`src/include/adc_capture_settings.svh`:
```
`ifndef ADC_CAPTURE_SETTINGS_SVH
`define ADC_CAPTURE_SETTINGS_SVH

// sample and word widths
`define ADC_SAMPLE_W      12
`define WORD_W            64

// FIFO depths, powers of two
`define SAMPLE_FIFO_DEPTH 1024
`define WORD_FIFO_DEPTH   64

// counter widths
`define PRESAMPLE_W       10
`define SAMPLE_CNT_W      20
`define DOWNSAMPLE_W      8

`endif

```
`src/adc_capture_pkg.sv`:
```
`default_nettype none
`include "adc_capture_settings.svh"

package adc_capture_pkg;

    typedef logic [`ADC_SAMPLE_W-1:0] sample_t;
    typedef logic [`WORD_W-1:0]       word_t;
    typedef logic [`PRESAMPLE_W-1:0]  presample_cnt_t;
    typedef logic [`SAMPLE_CNT_W-1:0] sample_cnt_t;
    typedef logic [`DOWNSAMPLE_W-1:0] downsample_t;   // samples skipped between kept ones

    typedef enum logic [2:0] {
        ST_IDLE,
        ST_PRESAMP_FILLING,
        ST_PRESAMP_FULL,
        ST_TRIGGERED,
        ST_DONE
    } capture_state_e;

    typedef struct packed {
        presample_cnt_t presamples;
        sample_cnt_t    samples;       // total kept, presamples included
        downsample_t    downsample;
    } capture_cfg_t;

    typedef struct packed {
        logic sample_overflow;
        logic presamp_error;
        logic downsample_error;
    } error_stat_t;

endpackage

`default_nettype wire

```
`src/error_status.sv`:
```
`default_nettype none
`include "adc_capture_settings.svh"

module error_status (
    input  wire logic                    adc_sampleclk,
    input  wire logic                    reset,
    input  wire logic                    arm_pulse_i,
    input  wire logic                    sample_overflow_i,
    input  wire logic                    presamp_error_i,
    input  wire logic                    downsample_error_i,
    output adc_capture_pkg::error_stat_t error_stat_o,
    output logic                         error_flag_o
);

    adc_capture_pkg::error_stat_t events;
    adc_capture_pkg::error_stat_t stat_next;

    assign events = '{sample_overflow:  sample_overflow_i,
                      presamp_error:    presamp_error_i,
                      downsample_error: downsample_error_i};

    assign stat_next = error_stat_o | events;   // new events never clear old ones

    always_ff @(posedge adc_sampleclk) begin
        if (reset || arm_pulse_i) begin
            error_stat_o <= '0;
            error_flag_o <= 1'b0;
        end else begin
            error_stat_o <= stat_next;
            error_flag_o <= |stat_next;   // tracks the flags in the same cycle
        end
    end

endmodule

`default_nettype wire

```
`config.mk`:
```
export PLATFORM = sky130hd
export DESIGN_NAME = error_status
export DESIGN_NICKNAME = d
export VERILOG_FILES = /design/src/adc_capture_pkg.sv /design/src/error_status.sv
export VERILOG_INCLUDE_DIRS = /design/src /design/src/include
export SDC_FILE = /design/constraint.sdc
export NUM_CORES = 1
export LEC_CHECK = 0
export BUFFER_PORTS_ARGS = -buffer_cell sky130_fd_sc_hd__buf_2
export CORE_AREA = 2 2 39 41
export DETAILED_ROUTE_END_ITERATION = 7
export DIE_AREA = 0 0 41 43
export GPL_ROUTABILITY_DRIVEN = 0
export PLACE_DENSITY = 0.3
export SYNTH_ARGS = -nofsm -noshare
export SYNTH_HDL_FRONTEND = slang
export SYNTH_SLANG_ARGS = --single-unit
```
`constraint.sdc`:
```
create_clock -name adc_sampleclk -period 0.8 [get_ports adc_sampleclk]
set_clock_uncertainty 0.1 [all_clocks]
set_input_delay 0.08 -clock adc_sampleclk [delete_from_list [all_inputs] [get_ports adc_sampleclk]]
set_output_delay 0.08 -clock adc_sampleclk [all_outputs]
set_load 0.01 [all_outputs]
```
==> impl_table.tex <==
\begin{tabular}{lr}
\hline
Metric & Value \\
\hline
\multicolumn{2}{l}{\textbf{Timing}} \\
Period utilisation layout & 106\% \\
Number of hold violations in the final report & 4 \\
Number of max-slew violations in the final report & 0 \\
Final critical delay including setup and external delays & 0.851 ns \\
Worst setup margin & -0.0511 ns \\
Maximum clock frequency & between 1000 and 1500 MHz \\
Max-slew headroom & roughly 88\% \\
Final setup violation count & 5 \\
Pin slew with the least headroom to its limit & $\sim$0.18 ns \\
Unrepaired setup endpoints after global routing & true \\
Min Hold Slack & -0.0427 ns \\
\multicolumn{2}{l}{\textbf{Clocking}} \\
Longest Clk Path Bufs & 2 \\
Total number of H-tree levels & 1 \\
Clk pin slew, worst setup/hold paths & $\sim$0.040 ns \\
Clock Latency Late Sink & 0.23 ns \\
Number of buffers created by CTS & 3 \\
Library cell used as clock root buffer & sky130\_fd\_sc\_hd\_\_clkbuf\_4 \\
Clock tree from TritonCTS & done \\
CTS sink count & 4 \\
Post-CTS Setup Repair Bufs & 0 \\
\multicolumn{2}{l}{\textbf{Worst setup path}} \\
Crit path launch type & register \\
Worst path bufs/invs & 1 \\
Worst-path maximum fanout & 2 \\
Max incr delay on CP & around 0.34 ns \\
Setup slack, reg-to-reg & -0.02 ns \\
CP cell instances & buf\_6 \\
Endpoint required time on the critical path & around 0.62 ns \\
Crit path capture type & output pin \\
Crit-path slowest cell & sky130\_fd\_sc\_hd\_\_dfxtp\_2 \\
Critical path start-end classification & reg -> out \\
Family with the most delay on the worst path & flip-flops \\
Data arrival time of the critical path & roughly 0.67 ns \\
\multicolumn{2}{l}{\textbf{Die}} \\
Die W & 41 µm \\
Total die area & around 1800 µm² \\
Rows & 14 \\
Starting Density & approximately 9\% \\
I/O pin total & 10 \\
Die H & roughly 43 µm \\
Core area & 1380 µm² \\
\multicolumn{2}{l}{\textbf{Drt}} \\
Average routed wire per standard cell & approximately 6.9 µm \\
DRT Pass-1 Iters & 1 \\
DRC marker count from the first detailed-route iteration & 0 \\
Vias per cell & around 3.3 \\
Number of vias after detailed routing & around 130 \\
Final WL & between 200 and 300 µm \\
Antenna violation net count after detailed routing & 0 \\
Final routed DRC violation total & 0 \\
\multicolumn{2}{l}{\textbf{Placed design}} \\
HPWL reported at the end of detailed placement & between 200 and 250 µm \\
Port Buf Inserts & 9 \\
Cell Area, Placed & approximately 190 µm² \\
Placed cell count & 36 \\
DP Worst Slack & between 0.002 and 0.0025 ns \\
\multicolumn{2}{l}{\textbf{Final layout}} \\
Area overhead of the layout relative to synthesis & 94.8\% \\
Commonest non-fill, non-tap cell in the layout & sky130\_fd\_sc\_hd\_\_buf\_2 \\
Area used by multi-input combinational logic & 46.3 µm² \\
Highest-count cells in the layout ignoring fill and taps & sky130\_fd\_sc\_hd\_\_buf\_2 (6), sky130\_fd\_sc\_hd\_\_nor3\_1 (3), sky130\_fd\_sc\_hd\_\_clkbuf\_4 (3), sky130\_fd\_sc\_hd\_\_dfxtp\_2 (3), sky130\_fd\_sc\_hd\_\_buf\_6 (3) \\
Share of final-layout standard cells stronger than drive strength 1 & between 70 and 80\% \\
Sequential cell area & approximately 84 µm² \\
Number of filler instances in the final layout & 158 \\
Non-filler cells, final & 39 \\
Final Cell Area & roughly 240 µm² \\
Final design utilization & between 10\% and 20\% \\
Inserted Diodes & 0 \\
Final nets & 31 \\
\multicolumn{2}{l}{\textbf{Global routing}} \\
Antenna violations before repair & 0 \\
Global-route wire length before repair & 420 µm \\
Maximum number of pins on one net before global-route repair & 5 \\
Overall Global Routing Usage & 4.11\% \\
Vias in the first global route & 123 \\
Overflow left after global routing & 0 \\
\multicolumn{2}{l}{\textbf{Power and ir drop}} \\
Leakage power & roughly 0.10 nW \\
Power Dens Cells & 2190 nW/µm² \\
Maximum ir drop on the vdd rail & between 0.2 and 0.3 mV \\
\multicolumn{2}{l}{\textbf{Synthesis}} \\
Biggest area contributors in the synthesized netlist & sky130\_fd\_sc\_hd\_\_dfxtp\_1 (66\%), sky130\_fd\_sc\_hd\_\_nor3\_1 (12\%), sky130\_fd\_sc\_hd\_\_a311oi\_2 (12\%) \\
Library cells used by synthesis & 4 \\
Syn Area/Cell & approximately 11 µm² \\
Synth Register Bits & 4 \\
Fraction of post-synthesis cell area in the top cell type by area & 66.0\% \\
Cell taking the most area after synthesis & sky130\_fd\_sc\_hd\_\_dfxtp\_1 \\
Number of nets in the synthesized netlist & 17 \\
Synthesis Warnings & 0 \\
Post-Syn Instances & 11 \\
Sequential cell area fraction in the yosys report & between 60\% and 70\% \\
Post-synthesis cell area & $\sim$120 µm² \\
\multicolumn{2}{l}{\textbf{Status}} \\
Outcome & complete, but fails checks \\
Failing checks & negative hold slack, negative setup slack \\
\multicolumn{2}{l}{\textbf{Flow run}} \\
Max-cap viol count & 0 \\
\multicolumn{2}{l}{\textbf{Worst hold path}} \\
Class of the tightest hold or removal check & in -> reg \\
\hline
\end{tabular}
==> area by class of cell <==
cell class | count | area share [%]
sequential | 4 | 35.4
timing repair buffer | 9 | 27.0
multi-input combinational | 7 | 19.6
clock buffer | 3 | 9.52
tap | 16 | 8.47
==> state kept, by name, indices dropped and copies added, names as in the netlist <==
signal	cells
error_flag_o	1
error_stat_o	3
==> power by group <==
part / switching (mW) / total [mW] / internal, mW
registers: 0.00655 / 0.219 / 0.213
clock network: 0.0739 / 0.241 / 0.167
logic: 0.0258 / 0.0576 / 0.0319
total: 0.106 / 0.518 / 0.412
==> timing repair <==
action,in CTS,in global routing
pin swaps,1,1
gates resized for setup,5,0
endpoints found under the hold margin,4,4
setup endpoints to repair,5,5
==> synth_stat cells <==
cell	number
sky130_fd_sc_hd__nor3_1	3
sky130_fd_sc_hd__a311oi_2	1
sky130_fd_sc_hd__nor2_1	3
sky130_fd_sc_hd__dfxtp_1	4
==> layer usage <==
metal	GRT usage, %	wire [µm]	vias up
li1	-	-	65
met5	0	0	-
met4	8.00	0	0
met1	3.19	102	60
met2	5.00	150	3
met3	1.57	15	0
==> final timing paths <==
| check | start | end | depth (start not counted) |
|---|---|---|---|
| worst min-delay path | reset | error_stat_o[1] | 2 |
| worst max-delay path | error_stat_o[1] | error_stat_o[1] | 1 |
| worst max register to register | error_stat_o[0] | error_flag_o | 2 |
| worst min register to register | error_stat_o[1] | error_stat_o[1] | 2 |
==> cell families after synthesis <==
kind of cell       count (synthesis)  synth area share [%]
AOI/OAI and AO/OA                  1                  12.4
DFF                                4                  66.0
and+or+nand+nor                    6                  21.6
==> through the flow <==
step | TNS, ns | power, mW
6_report | -0.162 | 0.518
3_5_place_dp | 0 | 0.269
2_1_floorplan | 0 | 0.240
4_1_cts | -0.222 | 0.536
5_1_grt | -0.287 | 0.553
3_3_place_gp | 0 | 0.269
No activity file was read; power rests on OpenSTA's default activity.
