`config.mk`:
```
export PLATFORM = sky130hd
export DESIGN_NAME = capture_fsm
export DESIGN_NICKNAME = d
export VERILOG_FILES = /design/src/adc_capture_pkg.sv /design/src/capture_fsm.sv
export VERILOG_INCLUDE_DIRS = /design/src /design/src/include
export SDC_FILE = /design/constraint.sdc
export NUM_CORES = 1
export LEC_CHECK = 0
export BUFFER_PORTS_ARGS = -buffer_cell sky130_fd_sc_hd__buf_2
export CAP_MARGIN = 20
export CORE_MARGIN = 2
export CORE_UTILIZATION = 36
export CTS_CLUSTER_SIZE = 10
export DETAILED_ROUTE_END_ITERATION = 8
export HOLD_SLACK_MARGIN = 0.06
export PLACE_DENSITY = 0.82
export SETUP_SLACK_MARGIN = 0.15
export SLEW_MARGIN = 20
export SYNTH_ARGS = -nofsm -noshare
export SYNTH_HDL_FRONTEND = slang
export SYNTH_SLANG_ARGS = --single-unit
```
`constraint.sdc`:
```
create_clock -name adc_sampleclk -period 2.9 [get_ports adc_sampleclk]
set_input_delay 0.58 -clock adc_sampleclk [delete_from_list [all_inputs] [get_ports adc_sampleclk]]
set_output_delay 0.58 -clock adc_sampleclk [all_outputs]
set_load 0.02 [all_outputs]
```
`src/include/adc_capture_settings.svh`:
```
`ifndef ADC_CAPTURE_SETTINGS_SVH
`define ADC_CAPTURE_SETTINGS_SVH

// sample and word widths
`define ADC_SAMPLE_W      12
`define WORD_W            64

// FIFO depths, powers of two
`define SAMPLE_FIFO_DEPTH 1024
`define WORD_FIFO_DEPTH   64

// counter widths
`define PRESAMPLE_W       10
`define SAMPLE_CNT_W      20
`define DOWNSAMPLE_W      8

`endif

```
`src/adc_capture_pkg.sv`:
```
`default_nettype none
`include "adc_capture_settings.svh"

package adc_capture_pkg;

    typedef logic [`ADC_SAMPLE_W-1:0] sample_t;
    typedef logic [`WORD_W-1:0]       word_t;
    typedef logic [`PRESAMPLE_W-1:0]  presample_cnt_t;
    typedef logic [`SAMPLE_CNT_W-1:0] sample_cnt_t;
    typedef logic [`DOWNSAMPLE_W-1:0] downsample_t;   // samples skipped between kept ones

    typedef enum logic [2:0] {
        ST_IDLE,
        ST_PRESAMP_FILLING,
        ST_PRESAMP_FULL,
        ST_TRIGGERED,
        ST_DONE
    } capture_state_e;

    typedef struct packed {
        presample_cnt_t presamples;
        sample_cnt_t    samples;       // total kept, presamples included
        downsample_t    downsample;
    } capture_cfg_t;

    typedef struct packed {
        logic sample_overflow;
        logic presamp_error;
        logic downsample_error;
    } error_stat_t;

endpackage

`default_nettype wire

```
`src/capture_fsm.sv`:
```
`default_nettype none
`include "adc_capture_settings.svh"

module capture_fsm (
    input  wire logic                          adc_sampleclk,
    input  wire logic                          reset,
    input  wire logic                          arm_i,
    input  wire logic                          trig_i,
    input  wire adc_capture_pkg::capture_cfg_t cfg_i,
    input  wire logic                          keep_i,
    input  wire logic                          presamp_full_i,
    input  wire logic                          last_sample_i,
    input  wire logic                          sample_empty_i,
    input  wire logic                          word_full_i,
    output logic                               arm_pulse_o,
    output logic                               trig_edge_o,
    output logic                               restart_o,
    output logic                               sample_wr_o,
    output logic                               sample_rd_o,
    output logic                               pack_en_o,
    output logic                               armed_o,
    output logic                               capture_done_o,
    output logic                               presamp_error_o,
    output logic                               downsample_error_o
);

    adc_capture_pkg::capture_state_e state_q;
    logic arm_q;
    logic trig_q;
    logic arm_det;
    logic waiting;
    logic wr_stop;   // all N samples written, only draining remains
    logic drain;

    assign arm_det     = arm_i && !arm_q;
    assign trig_edge_o = trig_i && !trig_q;

    assign waiting = (state_q == adc_capture_pkg::ST_IDLE && armed_o) ||
                     (state_q == adc_capture_pkg::ST_PRESAMP_FILLING) ||
                     (state_q == adc_capture_pkg::ST_PRESAMP_FULL);

    assign restart_o = trig_edge_o && waiting;

    always_comb begin
        case (state_q)
            adc_capture_pkg::ST_IDLE:            sample_wr_o = restart_o;
            adc_capture_pkg::ST_PRESAMP_FILLING: sample_wr_o = keep_i;
            adc_capture_pkg::ST_PRESAMP_FULL:    sample_wr_o = keep_i;
            adc_capture_pkg::ST_TRIGGERED:       sample_wr_o = keep_i && !wr_stop;
            default:                             sample_wr_o = 1'b0;
        endcase
    end

    // once P samples sit in the FIFO every new one pushes the oldest out
    assign drain = keep_i && !restart_o &&
                   ((state_q == adc_capture_pkg::ST_PRESAMP_FULL) ||
                    (state_q == adc_capture_pkg::ST_PRESAMP_FILLING && presamp_full_i));

    assign pack_en_o   = (state_q == adc_capture_pkg::ST_TRIGGERED) &&
                         !sample_empty_i && !word_full_i;
    assign sample_rd_o = drain || pack_en_o;

    assign presamp_error_o = restart_o && !presamp_full_i &&
                             (state_q == adc_capture_pkg::ST_PRESAMP_FILLING);

    assign capture_done_o = (state_q == adc_capture_pkg::ST_DONE);

    always_ff @(posedge adc_sampleclk) begin
        if (reset) begin
            state_q            <= adc_capture_pkg::ST_IDLE;
            arm_q              <= 1'b0;
            trig_q             <= 1'b0;
            arm_pulse_o        <= 1'b0;
            armed_o            <= 1'b0;
            wr_stop            <= 1'b0;
            downsample_error_o <= 1'b0;
        end else begin
            arm_q       <= arm_i;
            trig_q      <= trig_i;
            arm_pulse_o <= arm_det;
            // decimation cannot be combined with presamples
            downsample_error_o <= arm_pulse_o && (cfg_i.downsample != '0) &&
                                  (cfg_i.presamples != '0);

            if (arm_det) begin
                state_q <= adc_capture_pkg::ST_IDLE;   // abandon any capture in progress
                armed_o <= 1'b0;
            end else if (arm_pulse_o) begin
                armed_o <= 1'b1;
                wr_stop <= 1'b0;
                if (cfg_i.presamples != '0)
                    state_q <= adc_capture_pkg::ST_PRESAMP_FILLING;
                else
                    state_q <= adc_capture_pkg::ST_IDLE;   // wait for trigger
            end else begin
                case (state_q)
                    adc_capture_pkg::ST_IDLE,
                    adc_capture_pkg::ST_PRESAMP_FILLING,
                    adc_capture_pkg::ST_PRESAMP_FULL: begin
                        if (restart_o) begin
                            state_q <= adc_capture_pkg::ST_TRIGGERED;
                            wr_stop <= last_sample_i;
                        end else if (state_q == adc_capture_pkg::ST_PRESAMP_FILLING &&
                                     presamp_full_i) begin
                            state_q <= adc_capture_pkg::ST_PRESAMP_FULL;
                        end
                    end
                    adc_capture_pkg::ST_TRIGGERED: begin
                        if (last_sample_i)
                            wr_stop <= 1'b1;
                        if (wr_stop && sample_empty_i) begin
                            state_q <= adc_capture_pkg::ST_DONE;
                            armed_o <= 1'b0;
                        end
                    end
                    default: ;   // done holds until the next arm
                endcase
            end
        end
    end

endmodule

`default_nettype wire

```
==> impl_metrics.env <==
export IMPL_status="finished, final reports clean"
export IMPL_first_global_vias=545
export IMPL_placed_cell_area_sq_um=733
export IMPL_clock_path_buffers=2
export IMPL_slew_violations=0
export IMPL_core_area_sq_um=1450
export IMPL_cts_tree="yes"
export IMPL_first_pass_iters=4
export IMPL_n_antenna_cell=0
export IMPL_ff2ff_setup_slack_ps=1460
export IMPL_clock_latency_ps=260
export IMPL_r2r_start="state_q[1]"
export IMPL_clkSlewWorstSetupHoldPaths_ps=60
export IMPL_numCtsBuffers=3
export IMPL_crit_path_end_kind="output pin"
export IMPL_fin_crit_ps=2170
export IMPL_crit_fanout=11
export IMPL_required_ps=2320
export IMPL_slowest_delay_ps=510
export IMPL_drtIter0Drc=16
export IMPL_fin_crit_sh_pct=74.9
export IMPL_multiInputGateArea_sq_um=338
export IMPL_synth_common_cells="dfxtp_1, nand2_1, nor2b_1"
export IMPL_hpwl_microns=1130
export IMPL_syn_inst=66
export IMPL_die_w_microns=42.9
export IMPL_rsz0062_at_grt="no"
export IMPL_min_delay_path_class="input pin to register"
export IMPL_area_delta_synth_final_pct=39.2
export IMPL_rows=14
export IMPL_power_mw=0.286
export IMPL_synth_area_leaders="dfxtp_1, nor2b_1, nand2_1, nor4_4, a21oi_1"
export IMPL_peakVddDrop_mv=0.231
export IMPL_crit_cells=4
export IMPL_htree_levels=1
export IMPL_critPathArrivalTime_ps=1590
export IMPL_hold_viol=0
export IMPL_max_cap_violations=0
export IMPL_crit_type="register to output pin"
export IMPL_routed_via_density=5.37
export IMPL_root_buffer="clkbuf_4"
export IMPL_postCtsSetupRepairBufs=0
export IMPL_crit_path_start_kind="register"
export IMPL_gp_congestion=0.853
export IMPL_crit_chain="nand2_1, nor4_1, a41o_1, buf_2"
export IMPL_fmax_ghz=0.461
export IMPL_yosysSeqAreaShare_pct=33.0
export IMPL_post_cts_resized=0
export IMPL_initial_utilization_pct=37.5
export IMPL_grt_overflow=0
export IMPL_worstSetupStartpoint="state_q[1]"
export IMPL_synth_most_common_cell="dfxtp_1"
export IMPL_fillers=153
export IMPL_ys_ff_latch=9
export IMPL_reg2reg_to="armed_o"
export IMPL_synth_ff_type="dfxtp_1"
export IMPL_synth_edf_count=0
export IMPL_cts_sinks=9
export IMPL_regArea_sq_um=180
export IMPL_p_per_area_nw_per_um2=377
export IMPL_wl_per_cell_microns=11.2
export IMPL_fin_skew_ps=4.42
export IMPL_grt_pass1_wl_microns=2280
export IMPL_final_area_sq_um=759
export IMPL_antenna_found_initial=0
export IMPL_dieArea_sq_um=1840
export IMPL_grt_start_max_net_pins=12
export IMPL_die_h_microns=42.9
export IMPL_crit_family="simple AND/OR/NAND/NOR gates"
export IMPL_synth_top_area_share_pct=33.0
export IMPL_ys_warn_count=0
export IMPL_io_pins=57
export IMPL_whs_ps=546
export IMPL_crit_end="sample_rd_o"
export IMPL_synthArstFlopShare_pct=0
export IMPL_synthesis_nets=113
export IMPL_synth_largest_area_cell="dfxtp_1"
export IMPL_setup_viol=0
export IMPL_cts_hold_buf=0
export IMPL_max_slew_worst_pin_slew_ps=415
export IMPL_drive_gt1_share_pct=40.4
export IMPL_cp_slowest_cell="dfxtp_1"
export IMPL_synth_avg_cell_area_sq_um=8.27
export IMPL_slew_headroom_pct=72.0
export IMPL_drt_total_wl_microns=1340
export IMPL_syn_area_sq_um=546
export IMPL_reg2reg_depth=4
export IMPL_io_buffers=36
export IMPL_route_vias_total=644
export IMPL_grtUsageTotal_pct=15.9
export IMPL_tns_ps=0
export IMPL_p_leak_nw=0.365
export IMPL_ant_nets=0
export IMPL_drcViolationCount=0
export IMPL_cp_num_buf_inv=1
export IMPL_synth_distinct_cells=32
export IMPL_nNetsFinal=152
-- report_power, final --
part	internal [mW]	switching, mW
Combinational	0.0279	0.0287
Sequential	0.128	0.00522
Clock	0.0530	0.0428
Total	0.209	0.0767
-- metal layers --
| metal | wire (microns) | track usage [%] | vias to the layer above |
|---|---|---|---|
| li1 | - | - | 325 |
| met1 | 610 | 22.0 | 298 |
| met2 | 638 | 24.8 | 19 |
| met3 | 73 | 1.28 | 2 |
| met4 | 21 | 7.50 | 0 |
| met5 | 0 | 0 | - |
-- sequential cells by signal, summed over array words and instances, names as in the netlist --
register            flops
state_q                 3
wr_stop                 1
downsample_error_o      1
arm_q                   1
arm_pulse_o             1
armed_o                 1
trig_q                  1
-- cell usage in the layout, fill, tap and decap left out, types with 2 or more instances in the layout --
master / instances
buf_2: 36
dfxtp_1: 9
nand2_1: 6
nor2b_1: 5
inv_1: 4
nor3_1: 4
nor2_1: 4
a21oi_1: 4
o21ai_0: 3
nor4_1: 3
clkbuf_4: 3
nor4b_1: 2
-- how the worst min path moves through the flow --
stage	slack (ps)	end	startpoint	cells after the start
after floorplan	500	wr_stop	wr_stop	2
after global placement	530	downsample_error_o	arm_pulse_o	2
after detailed placement	540	downsample_error_o	arm_pulse_o	2
after CTS	550	arm_q	arm_i	2
after global routing	540	arm_q	arm_i	2
final	550	arm_q	arm_i	2
-- area by class of cell --
cell class | count | share of cell area (%)
clock buffers | 4 | 3.46
inverters | 4 | 1.98
multi-input cells | 51 | 44.5
flip-flops and latches | 9 | 23.7
well taps | 16 | 2.64
repair buffers | 36 | 23.7
-- logic make-up after synthesis --
logic type	after synthesis	synth area share, %
AND/OR/NAND/NOR	34	38.8
AO/OA/AOI/OAI	16	21.1
multiplexers	1	2.06
buffers and inverters	6	5.04
flip-flops	9	33.0
-- through the flow --
step,setup slack (ps),instances,utilization (%)
2_1_floorplan,664,66,-
3_3_place_gp,796,116,50.4
3_5_place_dp,768,116,50.4
4_1_cts,719,120,52.2
5_1_grt,589,120,52.2
6_report,729,120,52.2
Power figures use the tool's default switching activity.
