## src/include/adc_capture_settings.svh

```systemverilog
`ifndef ADC_CAPTURE_SETTINGS_SVH
`define ADC_CAPTURE_SETTINGS_SVH

// sample and word widths
`define ADC_SAMPLE_W      12
`define WORD_W            64

// FIFO depths, powers of two
`define SAMPLE_FIFO_DEPTH 1024
`define WORD_FIFO_DEPTH   64

// counter widths
`define PRESAMPLE_W       10
`define SAMPLE_CNT_W      20
`define DOWNSAMPLE_W      8

`endif

```

## src/adc_capture_pkg.sv

```systemverilog
`default_nettype none
`include "adc_capture_settings.svh"

package adc_capture_pkg;

    typedef logic [`ADC_SAMPLE_W-1:0] sample_t;
    typedef logic [`WORD_W-1:0]       word_t;
    typedef logic [`PRESAMPLE_W-1:0]  presample_cnt_t;
    typedef logic [`SAMPLE_CNT_W-1:0] sample_cnt_t;
    typedef logic [`DOWNSAMPLE_W-1:0] downsample_t;   // samples skipped between kept ones

    typedef enum logic [2:0] {
        ST_IDLE,
        ST_PRESAMP_FILLING,
        ST_PRESAMP_FULL,
        ST_TRIGGERED,
        ST_DONE
    } capture_state_e;

    typedef struct packed {
        presample_cnt_t presamples;
        sample_cnt_t    samples;       // total kept, presamples included
        downsample_t    downsample;
    } capture_cfg_t;

    typedef struct packed {
        logic sample_overflow;
        logic presamp_error;
        logic downsample_error;
    } error_stat_t;

endpackage

`default_nettype wire

```

## src/capture_counters.sv

```systemverilog
`default_nettype none
`include "adc_capture_settings.svh"

module capture_counters (
    input  wire logic                          adc_sampleclk,
    input  wire logic                          reset,
    input  wire logic                          arm_pulse_i,
    input  wire logic                          trig_edge_i,
    input  wire adc_capture_pkg::capture_cfg_t cfg_i,
    input  wire logic                          wr_en_i,
    input  wire logic                          restart_i,
    output logic                               keep_o,
    output logic                               presamp_full_o,
    output logic                               last_sample_o
);

    adc_capture_pkg::downsample_t    ds_q;
    adc_capture_pkg::presample_cnt_t presamp_q;
    adc_capture_pkg::sample_cnt_t    sample_q;
    adc_capture_pkg::sample_cnt_t    sample_next;

    // the trigger edge always keeps its sample and realigns the decimation
    assign keep_o = trig_edge_i || (ds_q == cfg_i.downsample);

    assign presamp_full_o = (presamp_q == cfg_i.presamples);

    // at the trigger write the total restarts from the presamples held
    assign sample_next = restart_i ? adc_capture_pkg::sample_cnt_t'(presamp_q) + 1'b1
                                   : sample_q + 1'b1;

    assign last_sample_o = wr_en_i && (sample_next == cfg_i.samples);

    always_ff @(posedge adc_sampleclk) begin
        if (reset || arm_pulse_i) begin
            ds_q      <= '0;
            presamp_q <= '0;
            sample_q  <= '0;
        end else begin
            if (keep_o)
                ds_q <= '0;
            else
                ds_q <= ds_q + 1'b1;

            if (wr_en_i) begin
                sample_q <= sample_next;
                if (!presamp_full_o)
                    presamp_q <= presamp_q + 1'b1;   // saturates at P
            end
        end
    end

endmodule

`default_nettype wire

```

## config.mk

```make
export PLATFORM = sky130hd
export DESIGN_NAME = capture_counters
export DESIGN_NICKNAME = d
export VERILOG_FILES = /design/src/adc_capture_pkg.sv /design/src/capture_counters.sv
export VERILOG_INCLUDE_DIRS = /design/src /design/src/include
export SDC_FILE = /design/constraint.sdc
export NUM_CORES = 1
export LEC_CHECK = 0
export BUFFER_PORTS_ARGS = -buffer_cell sky130_fd_sc_hd__buf_2
export CAP_MARGIN = 20
export CORE_MARGIN = 3
export CORE_UTILIZATION = 45
export CTS_BUF_LIST = sky130_fd_sc_hd__clkbuf_4 sky130_fd_sc_hd__clkbuf_8
export CTS_CLUSTER_SIZE = 28
export DETAILED_ROUTE_END_ITERATION = 16
export PLACE_DENSITY = 0.66
export SYNTH_ARGS = -nofsm -noshare
export SYNTH_HDL_FRONTEND = slang
export SYNTH_SLANG_ARGS = --single-unit
```

## constraint.sdc

```tcl
create_clock -name adc_sampleclk -period 3.4 [get_ports adc_sampleclk]
set_input_delay 0 -clock adc_sampleclk [delete_from_list [all_inputs] [get_ports adc_sampleclk]]
set_output_delay 0 -clock adc_sampleclk [all_outputs]
set_load 0.05 [all_outputs]
```

==> impl_metrics.prom, run 1 <==
# TYPE chip_impl_metric gauge
chip_impl_metric{name="tritoncts.num_buffers",unit=""} 5
chip_impl_metric{name="report.final.hold_viol_count",unit=""} 0
chip_impl_metric{name="worst_ir_drop_vdd",unit="uV"} 154
chip_impl_metric{name="layout-drive-gt1-share",unit="%"} 17.6
chip_impl_metric{name="core-area",unit="um2"} 6490
chip_impl_info{name="setup.worst_path.end",value="last_sample_o"} 1
chip_impl_info{name="synth.top_cells.by_area",value="dfxtp_1, xnor2_1, xor2_1, nor2_1, o21ai_0"} 1
chip_impl_metric{name="worst_hold_path.num_cells",unit=""} 4
chip_impl_metric{name="top_level_ports",unit=""} 47
chip_impl_metric{name="hold_slack",unit="ns"} 0.144
chip_impl_metric{name="pre_cts_ws",unit="ns"} 0.274
chip_impl_info{name="worst_setup_path_startpoint",value="sample_q[1]$_SDFFE_PP0P_"} 1
chip_impl_metric{name="asyncSetResetFlopFracSynth",unit="%"} 0
chip_impl_metric{name="cts_htree_levels",unit=""} 2
chip_impl_metric{name="dr.first_iter.drc_count",unit=""} 160
chip_impl_metric{name="synth-simple-area-share",unit="%"} 28.3
chip_impl_metric{name="grt_first_pass_wirelength",unit="mm"} 13.3
chip_impl_metric{name="worst_r2r_path_depth",unit=""} 7
chip_impl_metric{name="arrival",unit="ns"} 3.26
chip_impl_metric{name="pin_count_of_the_biggest_net_entering_global_routing",unit=""} 32
chip_impl_metric{name="tritoncts_num_sinks",unit=""} 38
chip_impl_info{name="synth_top_family_by_area",value="simple AND/OR/NAND/NOR gates"} 1
chip_impl_metric{name="hold_buf_count_cts",unit=""} 0
chip_impl_metric{name="via_count_of_the_first_global_routing_pass",unit=""} 2811
chip_impl_info{name="root_buffer",value="clkbuf_8"} 1
chip_impl_metric{name="synth_enable_flop_cells",unit=""} 0
chip_impl_metric{name="final.setup.worst_slack",unit="ns"} 0.138
chip_impl_metric{name="area_growth",unit="%"} 13.6
chip_impl_metric{name="syn-cell-area",unit="um2"} 3090
chip_impl_info{name="rsz0062_at_grt",value="false"} 1
chip_impl_metric{name="compound_gate_portion_of_the_synthesized_area",unit="%"} 18.0
chip_impl_metric{name="route.final.wire_length",unit="mm"} 7.98
chip_impl_metric{name="synth.mux.area_fraction",unit="%"} 2.02
chip_impl_info{name="cts_tree",value="done"} 1
chip_impl_info{name="postSynth.topFlopCell",value="dfxtp_1"} 1
chip_impl_metric{name="antenna_left",unit=""} 0
chip_impl_info{name="outcome",value="complete, no violations"} 1
chip_impl_metric{name="dpl.hpwl",unit="mm"} 5.88
chip_impl_metric{name="postSynthRegisterBits",unit=""} 38
chip_impl_metric{name="synth_xor_xnor_area_share",unit="%"} 20.6
chip_impl_metric{name="worst_ep_required_time",unit="ns"} 3.40
chip_impl_metric{name="die-width",unit="um"} 88.9
chip_impl_metric{name="die-height",unit="um"} 88.9
chip_impl_metric{name="route.detailed.wl_per_inst",unit="um"} 15.4
chip_impl_metric{name="syn-num-nets",unit=""} 457
chip_impl_metric{name="antenna_cells_inserted",unit=""} 0
chip_impl_metric{name="setup_violating_endpoint_count_in_the_final_report",unit=""} 0
chip_impl_metric{name="grt.total_usage",unit="%"} 21.1
chip_impl_metric{name="start_util",unit="%"} 47.6
chip_impl_info{name="yosysMostFrequentCell",value="nor2_1"} 1
chip_impl_metric{name="setup_tns",unit="ns"} 0
chip_impl_metric{name="setup_buffers_after_cts",unit=""} 0
chip_impl_metric{name="clock_latency",unit="ns"} 0.31
chip_impl_metric{name="synth_largest_type_area_fraction",unit="%"} 24.6
chip_impl_info{name="regToRegStartpoint",value="sample_q[4]$_SDFFE_PP0P_"} 1
chip_impl_metric{name="max_slew.worst_pin.slew",unit="ns"} 0.694
chip_impl_metric{name="max-cap-violations",unit=""} 0
chip_impl_metric{name="yosys_warnings",unit=""} 0
chip_impl_metric{name="timing.slew.headroom",unit="%"} 53.7
chip_impl_info{name="reg2reg_to",value="sample_q[19]$_SDFFE_PP0P_"} 1
chip_impl_info{name="end_kind",value="primary output"} 1
chip_impl_info{name="worst-setup-path-type",value="reg2out"} 1
chip_impl_metric{name="power_leakage",unit="uW"} 0.00128
chip_impl_metric{name="portBuffers",unit=""} 46
chip_impl_metric{name="design_power_total",unit="uW"} 1090
chip_impl_metric{name="synth_fa_ha_area_share",unit="%"} 1.21
chip_impl_metric{name="postSynthCellCount",unit=""} 410
chip_impl_metric{name="final.period_utilization",unit="%"} 96.0
chip_impl_metric{name="power_dens_cells",unit="nW/um2"} 310
chip_impl_metric{name="gp_congestion",unit=""} 0.861
chip_impl_metric{name="drc",unit=""} 0
chip_impl_metric{name="synth.avg_cell_area",unit="um2"} 7.54
chip_impl_metric{name="maximum_count_of_clock_buffers_along_a_single_path",unit=""} 2
chip_impl_metric{name="clock_skew",unit="ns"} 0.00807
chip_impl_metric{name="routed-via-count",unit=""} 2953
chip_impl_info{name="post_synth_most_frequent_cells",value="nor2_1, dfxtp_1, xnor2_1"} 1
chip_impl_metric{name="period_needed",unit="ns"} 3.26
chip_impl_metric{name="timing.critical_path.fanout_max",unit=""} 10
chip_impl_metric{name="std_cell_rows",unit=""} 29
chip_impl_metric{name="design.die.area",unit="um2"} 7900
chip_impl_info{name="min-delay-path-class",value="in2reg"} 1
chip_impl_metric{name="drt-pass1-iter-count",unit=""} 4
chip_impl_info{name="synth_top_area_cell",value="dfxtp_1"} 1
chip_impl_metric{name="synth_seq_area_share",unit="%"} 24.6
chip_impl_metric{name="synth_cell_type_count",unit=""} 58
chip_impl_metric{name="antenna_found_initial",unit=""} 0
chip_impl_metric{name="clkSlewWorstSetupHoldPaths",unit="ns"} 0.09
chip_impl_metric{name="gr-total-overflow",unit=""} 0
chip_impl_metric{name="regToRegSetupSlack",unit="ns"} 1.23
chip_impl_metric{name="final-max-slew-violation-count",unit=""} 0
chip_impl_metric{name="design.final.nets",unit=""} 488
chip_impl_metric{name="via_per_inst",unit=""} 5.69
chip_impl_metric{name="clock.fmax",unit="MHz"} 307
chip_impl_info{name="timing.critical_path.from_type",value="flop"} 1
==> state kept, by name (all words and copies together), names as in the netlist <==
signal and count:
sample_q 20, presamp_q 10, ds_q 8
==> layer usage <==
metal  GRT usage [%]  part of all wire [%]  vias up
li1                -                     -     1509
met1            28.7                    47     1372
met2            35.0                    48       64
met3            3.04                   4.4        8
met4            5.77                   1.0        0
met5               0                     0        -
==> critical path, stage by stage (launching register included) <==
cell and delay, ns:
dfxtp_1 0.47, ha_4 0.21, nand3_4 0.14, or4_4 0.59
or3_1 0.32, a21oi_1 0.18, xor2_1 0.08, or4_1 0.51
a2111oi_4 0.20, buf_4 0.25
==> cell families after synthesis <==
logic type	Yosys count
AND/OR/NAND/NOR	163
AO/OA/AOI/OAI	89
XOR/XNOR	71
buffers and inverters	40
flip-flops	38
multiplexers	6
adder cells (fa/ha/maj)	3
==> stage by stage <==
| step | cells | util, % | cell area (um2) |
|---|---|---|---|
| final | 519 | 54.1 | 3510 |
| after global routing | 519 | 54.1 | 3510 |
| after CTS | 519 | 53.9 | 3500 |
| after detailed placement | 511 | 51.7 | 3360 |
| after global placement | 511 | 51.7 | 3360 |
| after floorplan | 410 | - | 3110 |
==> layout make-up <==
| type | count | area [um2] |
|---|---|---|
| Clock inverter | 3 | 68.8 |
| Inverter | 11 | 41.3 |
| Multi-Input combinational cell | 332 | 2190 |
| Sequential cell | 38 | 762 |
| Fill cell | 657 | 2980 |
| Clock buffer | 5 | 68.8 |
| Tap cell | 77 | 96.3 |
| Timing Repair Buffer | 53 | 285 |
==> worst min-delay path by stage <==
stage                      from            endpoint  slack [ns]
floorplan             cfg_i[18]       last_sample_o        0.28
global placement    trig_edge_i              keep_o        0.43
detailed placement  trig_edge_i              keep_o        0.43
CTS                 trig_edge_i  ds_q[1]$_SDFF_PP0_        0.15
global route        trig_edge_i  ds_q[2]$_SDFF_PP0_        0.18
finish              trig_edge_i  ds_q[1]$_SDFF_PP0_        0.14
==> cell usage in the layout, fill, tap and decap left out, types with 5 or more instances in the layout <==
master	Yosys	layout
nand2b_1	5	5
nor4_1	9	9
a21oi_1	26	26
nor2_1	53	53
or3_1	6	6
and3_1	9	9
xor2_1	34	34
buf_4	2	8
nor3_1	14	14
buf_2	7	45
a211oi_1	7	7
nand3_1	18	18
nand2_1	20	20
a22oi_1	5	5
o21ai_0	28	28
clkbuf_8	0	5
nand4_1	6	6
xnor2_1	36	36
dfxtp_1	38	37
inv_1	10	10
==> report_power, final <==
part,total (uW),internal [uW],switching (uW)
Sequential,455,449,6.52
Combinational,146,62.8,83.1
Clock,487,294,193
Total,1090,806,282
==> what timing repair did <==
item / CTS / global route
setup endpoints to repair: 1 / 1
cloned: 0 / 0
hold endpoints to repair: 0 / 0
resized for setup: 2 / 2
pin swaps: 0 / 0
No activity file was read; power rests on OpenSTA's default activity.
==> run 2: changes to the inputs <==
==> constraint.sdc (replaced) <==
create_clock -name adc_sampleclk -period 3.7 [get_ports adc_sampleclk]
set_input_delay 0 -clock adc_sampleclk [delete_from_list [all_inputs] [get_ports adc_sampleclk]]
set_output_delay 0 -clock adc_sampleclk [all_outputs]
set_load 0.05 [all_outputs]
==> impl_metrics.prom, run 2 (synthesis gave the netlist of run 1 again) <==
# TYPE chip_impl_metric gauge
chip_impl_info{name="min-delay-path-class",value="in2reg"} 1
chip_impl_metric{name="maximum_count_of_clock_buffers_along_a_single_path",unit=""} 2
chip_impl_metric{name="via_per_inst",unit=""} 5.79
chip_impl_metric{name="seqCellArea",unit="um2"} 761
chip_impl_metric{name="drt-pass1-iter-count",unit=""} 4
chip_impl_metric{name="layout-drive-gt1-share",unit="%"} 16.4
chip_impl_info{name="end_kind",value="primary output"} 1
chip_impl_metric{name="final-instance-count-excl-fill",unit=""} 515
chip_impl_metric{name="max_slew.worst_pin.slew",unit="ns"} 0.664
chip_impl_metric{name="fillerInstances",unit=""} 648
chip_impl_metric{name="timing.critical_path.fanout_max",unit=""} 10
chip_impl_metric{name="clock_skew",unit="ns"} 0.00791
chip_impl_info{name="timing.hold.worst_endpoint",value="ds_q[1]$_SDFF_PP0_"} 1
chip_impl_metric{name="antenna_cells_inserted",unit=""} 0
chip_impl_metric{name="final.setup.worst_slack",unit="ns"} 0.191
chip_impl_metric{name="worst_r2r_path_depth",unit=""} 5
chip_impl_info{name="rsz0062_at_grt",value="false"} 1
chip_impl_info{name="mostFrequentLayoutCells",value="nor2_1, buf_2, dfxtp_1"} 1
chip_impl_metric{name="tritoncts_num_sinks",unit=""} 38
chip_impl_metric{name="tritoncts.num_buffers",unit=""} 5
chip_impl_metric{name="hold_buf_count_cts",unit=""} 0
chip_impl_metric{name="regToRegSetupSlack",unit="ns"} 1.41
chip_impl_info{name="timing.critical_path.from_type",value="flop"} 1
chip_impl_metric{name="arrival",unit="ns"} 3.51
chip_impl_metric{name="routed-via-count",unit=""} 2984
chip_impl_metric{name="final.period_utilization",unit="%"} 94.8
chip_impl_metric{name="design.final.nets",unit=""} 484
chip_impl_info{name="outcome",value="complete, no violations"} 1
chip_impl_metric{name="dr.first_iter.drc_count",unit=""} 203
chip_impl_metric{name="setup_tns",unit="ns"} 0
chip_impl_metric{name="start_util",unit="%"} 47.6
chip_impl_metric{name="cts_repair_resize_count",unit=""} 0
chip_impl_metric{name="top_level_ports",unit=""} 47
chip_impl_metric{name="design.die.area",unit="um2"} 7900
chip_impl_metric{name="power_leakage",unit="uW"} 0.00124
chip_impl_metric{name="timing.slew.headroom",unit="%"} 55.7
chip_impl_metric{name="gp_congestion",unit=""} 0.849
chip_impl_metric{name="die-height",unit="um"} 88.9
chip_impl_metric{name="clkSlewWorstSetupHoldPaths",unit="ns"} 0.08
chip_impl_metric{name="clock.fmax",unit="MHz"} 285
chip_impl_metric{name="core-area",unit="um2"} 6490
chip_impl_metric{name="antenna_left",unit=""} 0
chip_impl_metric{name="area_of_the_multi_input_gates",unit="um2"} 2170
chip_impl_metric{name="drc",unit=""} 0
chip_impl_metric{name="period_needed",unit="ns"} 3.51
chip_impl_metric{name="final-max-slew-violation-count",unit=""} 0
chip_impl_metric{name="die-width",unit="um"} 88.9
chip_impl_metric{name="pre_cts_ws",unit="ns"} 0.543
chip_impl_metric{name="grt.total_usage",unit="%"} 20.4
chip_impl_info{name="regToRegStartpoint",value="sample_q[0]$_SDFFE_PP0P_"} 1
chip_impl_info{name="reg.largest.list",value="sample_q x20, presamp_q x10, ds_q x8"} 1
chip_impl_metric{name="worst_ep_required_time",unit="ns"} 3.70
chip_impl_info{name="register_bank_with_the_most_flops",value="sample_q"} 1
chip_impl_metric{name="power_dens_cells",unit="nW/um2"} 249
chip_impl_metric{name="std_cell_rows",unit=""} 29
chip_impl_metric{name="report.final.hold_viol_count",unit=""} 0
chip_impl_metric{name="worst_ir_drop_vdd",unit="uV"} 162
chip_impl_metric{name="pin_count_of_the_biggest_net_entering_global_routing",unit=""} 34
chip_impl_metric{name="flip_flop_count_of_the_largest_register_after_layout",unit=""} 20
chip_impl_metric{name="via_count_of_the_first_global_routing_pass",unit=""} 2692
chip_impl_metric{name="antenna_found_initial",unit=""} 0
chip_impl_info{name="cts_tree",value="done"} 1
chip_impl_metric{name="portBuffers",unit=""} 46
chip_impl_metric{name="setup_buffers_after_cts",unit=""} 0
chip_impl_metric{name="dpl.hpwl",unit="mm"} 5.75
chip_impl_metric{name="cts_htree_levels",unit=""} 2
chip_impl_metric{name="gr-total-overflow",unit=""} 0
chip_impl_metric{name="placed_cells_incl_taps",unit=""} 507
chip_impl_metric{name="max-cap-violations",unit=""} 0
chip_impl_metric{name="grt_first_pass_wirelength",unit="mm"} 12.8
chip_impl_metric{name="area_growth",unit="%"} 10.2
chip_impl_info{name="root_buffer",value="clkbuf_8"} 1
chip_impl_metric{name="setup_violating_endpoint_count_in_the_final_report",unit=""} 0
chip_impl_info{name="worst-setup-path-type",value="reg2out"} 1
chip_impl_metric{name="route.final.wire_length",unit="mm"} 7.79
chip_impl_metric{name="route.detailed.wl_per_inst",unit="um"} 15.1
chip_impl_info{name="final_common_cell",value="nor2_1"} 1
chip_impl_metric{name="clock_latency",unit="ns"} 0.30
chip_impl_info{name="reg2reg_to",value="sample_q[16]$_SDFFE_PP0P_"} 1
chip_impl_info{name="hold_path_startpoint",value="trig_edge_i"} 1
chip_impl_metric{name="worst_hold_path.num_cells",unit=""} 4
[run 2: worst max-delay path, cell delays in order (launching register included)]
cell       delay [ns]
dfxtp_1          0.49
ha_1             0.34
nand3_4          0.17
or4_4            0.59
or3_1            0.32
a21oi_1          0.17
xor2_1           0.08
or4_1            0.49
a2111oi_2        0.23
buf_2            0.32
[run 2: layout make-up]
type | instances | share of cell area, %
Multi-Input combinational cell | 332 | 63.6
Sequential cell | 38 | 22.3
Timing Repair Buffer | 49 | 7.42
Tap cell | 77 | 2.83
Clock buffer | 6 | 2.24
Inverter | 11 | 1.21
Clock inverter | 2 | 0.404
[run 2: routing by layer]
| layer | routed length, um | track usage, % |
|---|---|---|
| met5 | 0 | 0 |
| met4 | 77 | 4.53 |
| met2 | 3570 | 33.4 |
| met3 | 334 | 3.13 |
| met1 | 3810 | 28.4 |
[run 2: worst max-delay path by stage]
stage	startpoint	end	slack, ns	cells past startpoint
after floorplan	sample_q[0]$_SDFFE_PP0P_	last_sample_o	0.25	8
after CTS	sample_q[0]$_SDFFE_PP0P_	last_sample_o	0.20	9
after global placement	sample_q[0]$_SDFFE_PP0P_	last_sample_o	0.62	9
final	sample_q[0]$_SDFFE_PP0P_	last_sample_o	0.19	9
after detailed placement	sample_q[0]$_SDFFE_PP0P_	last_sample_o	0.54	9
after global routing	sample_q[0]$_SDFFE_PP0P_	last_sample_o	0.01	9
[run 2: stage by stage]
stage               total power, uW  util [%]  instance area [um2]  hold WS [ns]
floorplan                       508         -                 3090         0.269
global placement                557      51.1                 3320         0.423
detailed placement              558      51.1                 3320         0.429
CTS                             859      52.5                 3410         0.165
global route                    889      52.5                 3410         0.213
finish                          848      52.5                 3410         0.165
[run 2: report_power, final]
part / switching, uW / leakage [uW] / internal [uW]
registers: 6.65 / 0.000307 / 412
clock network: 157 / 0.0000486 / 140
logic: 75.1 / 0.000890 / 56.0
total: 239 / 0.00124 / 609
